--- config.mk ---
export PLATFORM = sky130hd
export DESIGN_NAME = debug_monitor_top
export DESIGN_NICKNAME = d
export VERILOG_FILES = /design/src/hw/gnn_pkg.sv /design/src/hw/dbg_pkg.sv /design/src/hw/activity_tracker.sv /design/src/hw/debug_monitor_top.sv /design/src/hw/debug_readout.sv /design/src/hw/sample_capture.sv
export VERILOG_INCLUDE_DIRS = /design/src /design/src/hw
export SDC_FILE = /design/constraint.sdc
export NUM_CORES = 1
export LEC_CHECK = 0
export BUFFER_PORTS_ARGS = -buffer_cell sky130_fd_sc_hd__buf_4
export CORE_MARGIN = 2
export CORE_UTILIZATION = 40
export DETAILED_ROUTE_END_ITERATION = 10
export PLACE_DENSITY = 0.7
export SLEW_MARGIN = 15
export SYNTH_ARGS = -nofsm -noshare
export SYNTH_HDL_FRONTEND = slang
export SYNTH_HIERARCHICAL = 1
export SYNTH_SLANG_ARGS = --single-unit
--- constraint.sdc ---
create_clock -name clk -period 5.2 [get_ports clk]
set_clock_uncertainty 0.05 [all_clocks]
set_input_delay 0.26 -clock clk [delete_from_list [all_inputs] [get_ports clk]]
set_output_delay 0.26 -clock clk [all_outputs]
set_load 0.02 [all_outputs]
--- src/hw/gnn_defines.svh ---
`ifndef GNN_DEFINES_SVH
`define GNN_DEFINES_SVH

// feature memory port.
`define FEAT_ADDR_W       16
`define FEAT_DATA_W       32
`define FEAT_OVF_ADDR     16'd43328

// sparse PE array and weight memory.
`define SPPE_LANES        16
`define SPPE_W            12
`define WH_ADDR_W         14

// capture points on the spmm lane.
`define CAPTURE_LANE      2
`define CAPTURE_ADDR_A    14'd10
`define CAPTURE_ADDR_B    14'd20

// debug register bank.
`define H_NUM_SPARSE_DATA 32'd12
`define DBG_SIGNATURE     32'd12062103
`define DBG_ADDR_W        3
`define SM_CNT_W          48

`endif

--- src/hw/gnn_pkg.sv ---
`include "gnn_defines.svh"

package gnn_pkg;

  // valid/ready pairs of the four engines, spmm in the top bits.
  typedef struct packed {
    logic spmm_vld;
    logic spmm_rdy;
    logic dmvm_vld;
    logic dmvm_rdy;
    logic sm_vld;
    logic sm_rdy;
    logic aggr_vld;
    logic aggr_rdy;
  } stage_strobes_t;

  typedef logic [`FEAT_ADDR_W-1:0] feat_addr_t;
  typedef logic [`FEAT_DATA_W-1:0] feat_data_t;

  // feature memory write port A.
  typedef struct packed {
    logic       ena;
    feat_addr_t addr;
    feat_data_t data;
  } feat_wr_t;

  typedef logic [`SPPE_W-1:0] sppe_lane_t;

  // one word per sparse PE lane.
  typedef sppe_lane_t [`SPPE_LANES-1:0] sppe_bus_t;

  typedef logic [`WH_ADDR_W-1:0] wh_addr_t;

endpackage

--- src/hw/dbg_pkg.sv ---
`include "gnn_defines.svh"

package dbg_pkg;

  import gnn_pkg::*;

  typedef logic [31:0] dbg_word_t;
  typedef logic [`SM_CNT_W-1:0] sm_count_t;

  typedef struct packed {
    logic [21:0]    rsvd;          // always zero.
    logic           feat_ovf_seen;
    logic           feat_ena_seen;
    stage_strobes_t stage;         // sticky stage flags.
  } dbg_status_fields_t;

  // same 32 bits, seen as flags or as the bus word.
  typedef union packed {
    dbg_word_t          raw;
    dbg_status_fields_t fields;
  } dbg_status_u;

  typedef enum logic [`DBG_ADDR_W-1:0] {
    REG_SIGNATURE = 3'd0,
    REG_CONFIG    = 3'd1,
    REG_STATUS    = 3'd2,
    REG_SM_CNT_LO = 3'd3,
    REG_SM_CNT_HI = 3'd4,
    REG_CAP_A     = 3'd5,
    REG_CAP_B     = 3'd6,
    REG_FEAT_CNT  = 3'd7
  } dbg_reg_e;

  typedef struct packed {
    logic     strobe;
    dbg_reg_e addr;
  } dbg_rd_req_t;

  typedef struct packed {
    dbg_status_u status;
    sm_count_t   sm_count;
    dbg_word_t   feat_count;
    sppe_lane_t  cap_a;
    sppe_lane_t  cap_b;
  } dbg_records_t;

endpackage

--- src/hw/activity_tracker.sv ---
`timescale 1ns/10ps

`include "gnn_defines.svh"

module activity_tracker
  import gnn_pkg::*;
  import dbg_pkg::*;
(
  input  logic           clk,
  input  logic           rst_n,
  input  stage_strobes_t stage_i,
  input  feat_wr_t       feat_wr_i,
  input  logic           clear_i,
  output dbg_status_u    status_o,
  output sm_count_t      sm_count_o,
  output dbg_word_t      feat_count_o
);

  dbg_status_u status_q;
  sm_count_t   sm_count_q;
  dbg_word_t   feat_count_q;
  logic        feat_ovf;

  // writes past the end of the feature buffer.
  assign feat_ovf = feat_wr_i.ena && (feat_wr_i.addr >= `FEAT_OVF_ADDR);

  always_ff @(posedge clk or negedge rst_n) begin
    if (!rst_n) begin
      status_q.raw <= '0;
    end else if (clear_i) begin
      status_q.raw <= '0;                                  // clear beats a same-cycle event.
    end else begin
      status_q.fields.rsvd  <= '0;
      status_q.fields.stage <= status_q.fields.stage | stage_i;
      if (feat_wr_i.ena) begin
        status_q.fields.feat_ena_seen <= 1'b1;
      end
      if (feat_ovf) begin
        status_q.fields.feat_ovf_seen <= 1'b1;
      end
    end
  end

  always_ff @(posedge clk or negedge rst_n) begin
    if (!rst_n) begin
      sm_count_q <= '0;
    end else if (clear_i) begin
      sm_count_q <= '0;
    end else if (stage_i.sm_vld) begin
      sm_count_q <= sm_count_q + sm_count_t'(1);          // wraps.
    end
  end

  always_ff @(posedge clk or negedge rst_n) begin
    if (!rst_n) begin
      feat_count_q <= '0;
    end else if (clear_i) begin
      feat_count_q <= '0;
    end else if (feat_wr_i.ena) begin
      feat_count_q <= feat_count_q + dbg_word_t'(1);
    end
  end

  assign status_o     = status_q;
  assign sm_count_o   = sm_count_q;
  assign feat_count_o = feat_count_q;

endmodule

--- src/hw/debug_monitor_top.sv ---
`timescale 1ns/10ps

module debug_monitor_top
  import gnn_pkg::*;
  import dbg_pkg::*;
(
  input  logic           clk,
  input  logic           rst_n,
  input  stage_strobes_t stage_i,
  input  feat_wr_t       feat_wr_i,
  input  sppe_bus_t      sppe_i,
  input  wh_addr_t       wh_addr_i,
  input  logic           clear_i,
  input  dbg_rd_req_t    rd_req_i,
  output dbg_word_t      rd_data_o,
  output logic           rd_vld_o
);

  dbg_status_u  status;
  sm_count_t    sm_count;
  dbg_word_t    feat_count;
  sppe_lane_t   cap_a;
  sppe_lane_t   cap_b;
  dbg_records_t records;

  activity_tracker u_activity_tracker (
    .clk          (clk),
    .rst_n        (rst_n),
    .stage_i      (stage_i),
    .feat_wr_i    (feat_wr_i),
    .clear_i      (clear_i),
    .status_o     (status),
    .sm_count_o   (sm_count),
    .feat_count_o (feat_count)
  );

  sample_capture u_sample_capture (
    .clk        (clk),
    .rst_n      (rst_n),
    .sppe_i     (sppe_i),
    .wh_addr_i  (wh_addr_i),
    .spmm_rdy_i (stage_i.spmm_rdy),   // capture gate.
    .clear_i    (clear_i),
    .cap_a_o    (cap_a),
    .cap_b_o    (cap_b)
  );

  // the full register bank as seen by the host.
  assign records.status     = status;
  assign records.sm_count   = sm_count;
  assign records.feat_count = feat_count;
  assign records.cap_a      = cap_a;
  assign records.cap_b      = cap_b;

  debug_readout u_debug_readout (
    .clk       (clk),
    .rst_n     (rst_n),
    .rd_req_i  (rd_req_i),
    .records_i (records),
    .rd_data_o (rd_data_o),
    .rd_vld_o  (rd_vld_o)
  );

endmodule

--- src/hw/debug_readout.sv ---
`timescale 1ns/10ps

`include "gnn_defines.svh"

module debug_readout
  import dbg_pkg::*;
(
  input  logic         clk,
  input  logic         rst_n,
  input  dbg_rd_req_t  rd_req_i,
  input  dbg_records_t records_i,
  output dbg_word_t    rd_data_o,
  output logic         rd_vld_o
);

  dbg_word_t rd_word;
  dbg_word_t rd_data_q;
  logic      rd_vld_q;

  // register mux.
  always_comb begin
    case (rd_req_i.addr)
      REG_SIGNATURE: begin
        rd_word = `DBG_SIGNATURE;
      end
      REG_CONFIG: begin
        rd_word = `H_NUM_SPARSE_DATA;
      end
      REG_STATUS: begin
        rd_word = records_i.status.raw;
      end
      REG_SM_CNT_LO: begin
        rd_word = records_i.sm_count[31:0];
      end
      REG_SM_CNT_HI: begin
        rd_word = dbg_word_t'(records_i.sm_count[`SM_CNT_W-1:32]);   // upper 16 bits.
      end
      REG_CAP_A: begin
        rd_word = dbg_word_t'(records_i.cap_a);
      end
      REG_CAP_B: begin
        rd_word = dbg_word_t'(records_i.cap_b);
      end
      REG_FEAT_CNT: begin
        rd_word = records_i.feat_count;
      end
      default: begin
        rd_word = '0;
      end
    endcase
  end

  // data only moves on a request.
  always_ff @(posedge clk) begin
    if (rd_req_i.strobe) begin
      rd_data_q <= rd_word;
    end
  end

  // one response pulse per request.
  always_ff @(posedge clk or negedge rst_n) begin
    if (!rst_n) begin
      rd_vld_q <= 1'b0;
    end else begin
      rd_vld_q <= rd_req_i.strobe;
    end
  end

  assign rd_data_o = rd_data_q;
  assign rd_vld_o  = rd_vld_q;

endmodule

--- src/hw/sample_capture.sv ---
`timescale 1ns/10ps

`include "gnn_defines.svh"

module sample_capture
  import gnn_pkg::*;
(
  input  logic       clk,
  input  logic       rst_n,
  input  sppe_bus_t  sppe_i,
  input  wh_addr_t   wh_addr_i,
  input  logic       spmm_rdy_i,
  input  logic       clear_i,
  output sppe_lane_t cap_a_o,
  output sppe_lane_t cap_b_o
);

  sppe_lane_t lane;
  logic       hit_a;
  logic       hit_b;
  sppe_lane_t cap_a_q;
  sppe_lane_t cap_b_q;

  assign lane  = sppe_i[`CAPTURE_LANE];

  // sample only while spmm is ready.
  assign hit_a = spmm_rdy_i && (wh_addr_i == `CAPTURE_ADDR_A);
  assign hit_b = spmm_rdy_i && (wh_addr_i == `CAPTURE_ADDR_B);

  always_ff @(posedge clk or negedge rst_n) begin
    if (!rst_n) begin
      cap_a_q <= '0;
    end else if (clear_i) begin
      cap_a_q <= '0;
    end else if (hit_a) begin
      cap_a_q <= lane;
    end
  end

  always_ff @(posedge clk or negedge rst_n) begin
    if (!rst_n) begin
      cap_b_q <= '0;
    end else if (clear_i) begin
      cap_b_q <= '0;
    end else if (hit_b) begin
      cap_b_q <= lane;
    end
  end

  assign cap_a_o = cap_a_q;
  assign cap_b_o = cap_b_q;

endmodule

Word level (Yosys, flattened, before mapping)
Index checks and enable logic that the tools add are counted.
Storage, ports and cells
  bits in read-only memories: 0
  input port bits: 270
  register bits: 169
  RAM bits: 0
  bits in latches: 0
  memories: 0
  logic and storage cells: 43
Operators by class
  div/mod/pow operators: 0
  bitwise logic cells: 1
  shift operators: 0
  add/sub/neg operators: 2
  equality and inequality tests: 9
  mux-type cells: 12
  magnitude comparators: 1
  multiply operators: 0
  reduce and logical (&&, ||, !) cells: 9
Operators with widths (count)
  case mux 32 bit (8 select lines): 1
  two-way mux 48 bit: 2
  two-way mux 32 bit: 2
  adder 48 x 1 -> 48 bit (second input constant): 1
  two-way mux 12 bit: 4
  adder 32 x 1 -> 32 bit (second input constant): 1
  greater-or-equal comparator 16 bit (second input constant): 1
  equality test 14 x 4 -> 1 bit (second input constant): 1
  equality test 14 x 5 -> 1 bit (second input constant): 1
  equality test 3 bit (second input constant): 4
  two-way mux 10 bit: 1
  nonzero test 2 bit: 5
  OR 8 bit: 1
  equality test 3 x 2 -> 1 bit (second input constant): 2
  equality test 3 x 1 -> 1 bit (second input constant): 1
  logical AND 1 bit: 3
  zero test 3 bit: 1
  two-way mux 1 bit: 2

Logic depth before layout (Yosys ltp)
  depth after elaboration: 4
  depth in mapped cells: 6
  depth with buffers taken out: 5

Modules after synthesis
The synthesis kept the hierarchy.
Modules (own cells, without submodules)
  activity_tracker: area each 5041.1 sq um, cells each 548, instances 1
  debug_readout: area each 2228.4 sq um, cells each 209, instances 1
  sample_capture: area each 1202.4 sq um, cells each 96, instances 1

Worst setup path after synthesis
OpenSTA, ideal clock, no wires.
  kind: reg2reg
  start: reg u_activity_tracker.feat_count_q[0] (netlist: u_activity_tracker/feat_count_o[0])
  end: reg u_activity_tracker.feat_count_q[26] (netlist: u_activity_tracker/feat_count_o[26])
  path slack: 3255 ps
  stages on the path, launching flop included: 7
  arrival time: 1770 ps
  period minus slack after synthesis: 1945 ps
  path buffers: 1
  path through: dfrtp_1 ha_1 nand2_1 or3_1 buf_2 nor3_1 mux2_2
On the way
  longest elaborated chain between the ends: 3
RTL lines
  start: declaration: RTL line activity_tracker.sv:21  | dbg_word_t feat_count_q;
  start signal: assignment: RTL line activity_tracker.sv:60  | feat_count_q <= feat_count_q + dbg_word_t'(1);
  adder 32 x 1 -> 32 bit: RTL line activity_tracker.sv:60
  two-way mux 32 bit: RTL line activity_tracker.sv:59  | end else if (feat_wr_i.ena) begin
  two-way mux 32 bit: RTL line activity_tracker.sv:57  | end else if (clear_i) begin
Every way passes these cells. The select of a mux whose other input is x is not followed.
A chain may end at the register's enable or synchronous reset.

Worst setup path in the final report
  start: reg u_activity_tracker.feat_count_q[0] (netlist: u_activity_tracker/feat_count_o[0])
  end: reg u_activity_tracker.feat_count_q[28] (netlist: u_activity_tracker/feat_count_o[28])
Same word-level chain as after synthesis.

==> metrics.csv <==
metric,value,unit
status,"finished, final reports clean",
core_area,20890,um2
synth_compound_area_frac,0.08226,
min_path_type,input pin to flop,
ctsResizeCount,0,
die_h,149.5,um
grt_max_degree,75,
setup.worst_path.start,u_activity_tracker/feat_count_o[0],
antenna_found_initial,0,
fill_cells,1949,
seq_area_frac_synth,0.4531,
critPathRequiredTime,5.47,ns
synthArstFlopShare,0.7823,
synthSimpleGateAreaFrac,0.2559,
layout.nets,1186,
rsz0062_at_grt,no,
p_per_area,287.1,nW/um2
port_buffers,84,
hold_start,sppe_i[30],
syn_inst,853,
cts-root-buf,clkbuf_16,
dp_hpwl,14640,um
slew_headroom,0.3786,
muxShareOfSynthArea,0.1242,
synth_fa_ha_area_frac,0.002954,
synth-edff-count,32,
viasPerCell,5.622,
remaining_drc_errors,0,
clock.fmax,402.7,MHz
synthXorXnorAreaFrac,0.02274,
ys_seq_elements,147,
syn_area,8472,um2
first_global_vias,6455,
rows,53,
ys.warnings.count,6,
layout_common_cells,"dfrtp_1 (115), nor2_1 (88), buf_4 (87)",
grt_overflow,0,
arrival,2.75,ns
p_leak,0.004215,uW
routed_wl,21740,um
synth_top_family_by_area,simple AND/OR/NAND/NOR gates,
clk_pin_slew_worst_paths,0.06,ns
cts_tree,yes,
r2r-start,u_activity_tracker/feat_count_o[0],
final_common_cell,dfrtp_1,
worstPathMaxFanout,15,
cts_made_buffers,17,
finalCritPeriodShare,0.4775,
die_area,22360,um2
htreeDepth,4,
firstDrtPassIters,5,
synthToLayoutAreaGrowth,15.98,%
critPathCaptureType,flop,
clock_latency,0.44,ns
holdWs,0.06557,ns
place_congestion,0.8581,
p_total,2821,uW
maxCapViolations,0,
start_kind,flop,
synth_cell_type_count,64,
tightest_slew,0.9287,ns
setup_tns,0,ns
postRouteAntennaNets,0,
synthFlopType,dfrtp_1,
floorplan.initialDensity,0.4056,
slew_viol_final,0,
via_count,6758,
clockBufferDepth,2,
first_iter_violations,702,
clock_sinks,147,
diodes,0,
ir_drop,0.0002228,V
critPathKind,flop to flop,
grtUsageTotal,0.1984,
grt_first_pass_wirelength,34400,um
fin_crit,2.483,ns
drive_gt1_frac,0.2028,
pin_count,303,
wl_per_cell,18.08,um
syn_area_per_cell,9.932,um2
finalHoldViolCount,0,
setup_violations,0,
die_w,149.5,um
[registers in the layout, indices dropped and copies added (netlist names)]
register / cells
u_sample_capture/cap_b_o: 12
u_activity_tracker/status_o: 10
u_sample_capture/cap_a_o: 12
u_debug_readout/rd_vld_o: 1
u_debug_readout/rd_data_o: 32
u_activity_tracker/feat_count_o: 32
u_activity_tracker/sm_count_o: 48
[report_power, final]
part           switching, uW  internal [uW]  total, uW
logic                    143           92.3        235
registers               16.5           1210       1220
clock network            502            860       1360
total                    662           2160       2820
[metrics by stage]
stage | setup slack (ns) | utilization | instances | instance area [um2]
3_5_place_dp | 2.766 | 0.4352 | 1162 | 9091
3_3_place_gp | 2.797 | 0.4352 | 1162 | 9091
6_report | 2.717 | 0.4704 | 1202 | 9826
2_1_floorplan | 3.255 | - | 874 | 8551
4_1_cts | 2.804 | 0.4704 | 1202 | 9826
5_1_grt | 2.669 | 0.4704 | 1202 | 9826
[layer usage]
| layer | track usage | vias up | share of wire |
|---|---|---|---|
| met1 | 0.2742 | 3306 | 0.45 |
| met5 | 0 | - | 0 |
| li1 | - | 3170 | - |
| met2 | 0.3108 | 249 | 0.46 |
| met4 | 0.06857 | 0 | 0.022 |
| met3 | 0.04024 | 33 | 0.067 |
[cells by family after synthesis]
logic type	Yosys count
fa+ha+maj	2
xor+xnor	22
buf+inv	84
simple gates	390
other cells	1
compound gates	111
flops	147
mux	96
[synth_stat cells, drive strengths merged (3+ instances only)]
cell type,count,share of area
and3,12,0.0089
dfrtp,115,0.34
and4,12,0.012
nand4,30,0.027
nor2,88,0.039
clkbuf,24,0.011
nand2b,39,0.029
nand2,59,0.026
o21ai,25,0.015
nor3,17,0.011
a22o,3,0.0031
a211o,3,0.0031
o31ai,12,0.011
o22ai,4,0.0030
inv,10,0.0044
or3,11,0.0087
and2,8,0.0065
and3b,3,0.0031
edfxtp,32,0.11
buf,50,0.043
a22oi,5,0.0044
nand3,29,0.017
nor4,26,0.021
mux2,53,0.070
xor2,13,0.013
a21oi,40,0.024
or4,13,0.012
nor2b,37,0.027
xnor2,9,0.0093
mux2i,41,0.048
a211oi,3,0.0027
[final timing paths]
kind | to | cells after the start | slack, ns
setup reg to reg | u_activity_tracker/feat_count_o[28] | 5 | 2.72
min in group asynchronous | u_activity_tracker/sm_count_o[26] | 2 | 0.37
hold / removal | u_sample_capture/cap_a_o[6] | 3 | 0.07
hold reg to reg | u_activity_tracker/status_o[1] | 2 | 0.45
setup / recovery | u_activity_tracker/feat_count_o[28] | 5 | 2.72
max in group asynchronous | u_activity_tracker/sm_count_o[47] | 3 | 3.39
[area by class of cell]
| cell class | instances | area [um2] | area share |
|---|---|---|---|
| Multi-Input combinational cell | 643 | 4218 | 0.4293 |
| Sequential cell | 147 | 3839 | 0.3907 |
| Timing Repair Buffer | 95 | 733.2 | 0.07462 |
| Clock buffer | 21 | 483.0 | 0.04915 |
| Tap cell | 275 | 344.1 | 0.03502 |
| Clock inverter | 11 | 171.4 | 0.01745 |
| Inverter | 10 | 37.54 | 0.003820 |
[worst max-delay path: stages (launching register included)]
cell and delay, ns:
dfrtp_1 0.48, ha_1 0.31, nand2_1 0.22, or3_1 0.58, nor4_1 0.36, mux2_2 0.37
[repair_timing]
| action | CTS | global route |
|---|---|---|
| hold buffers | 8 | 0 |
| setup buffers | 0 | 0 |
| hold endpoints to repair | 56 | 0 |
| endpoints found under the setup margin | 0 | 0 |
No activity file was read; power rests on OpenSTA's default activity.
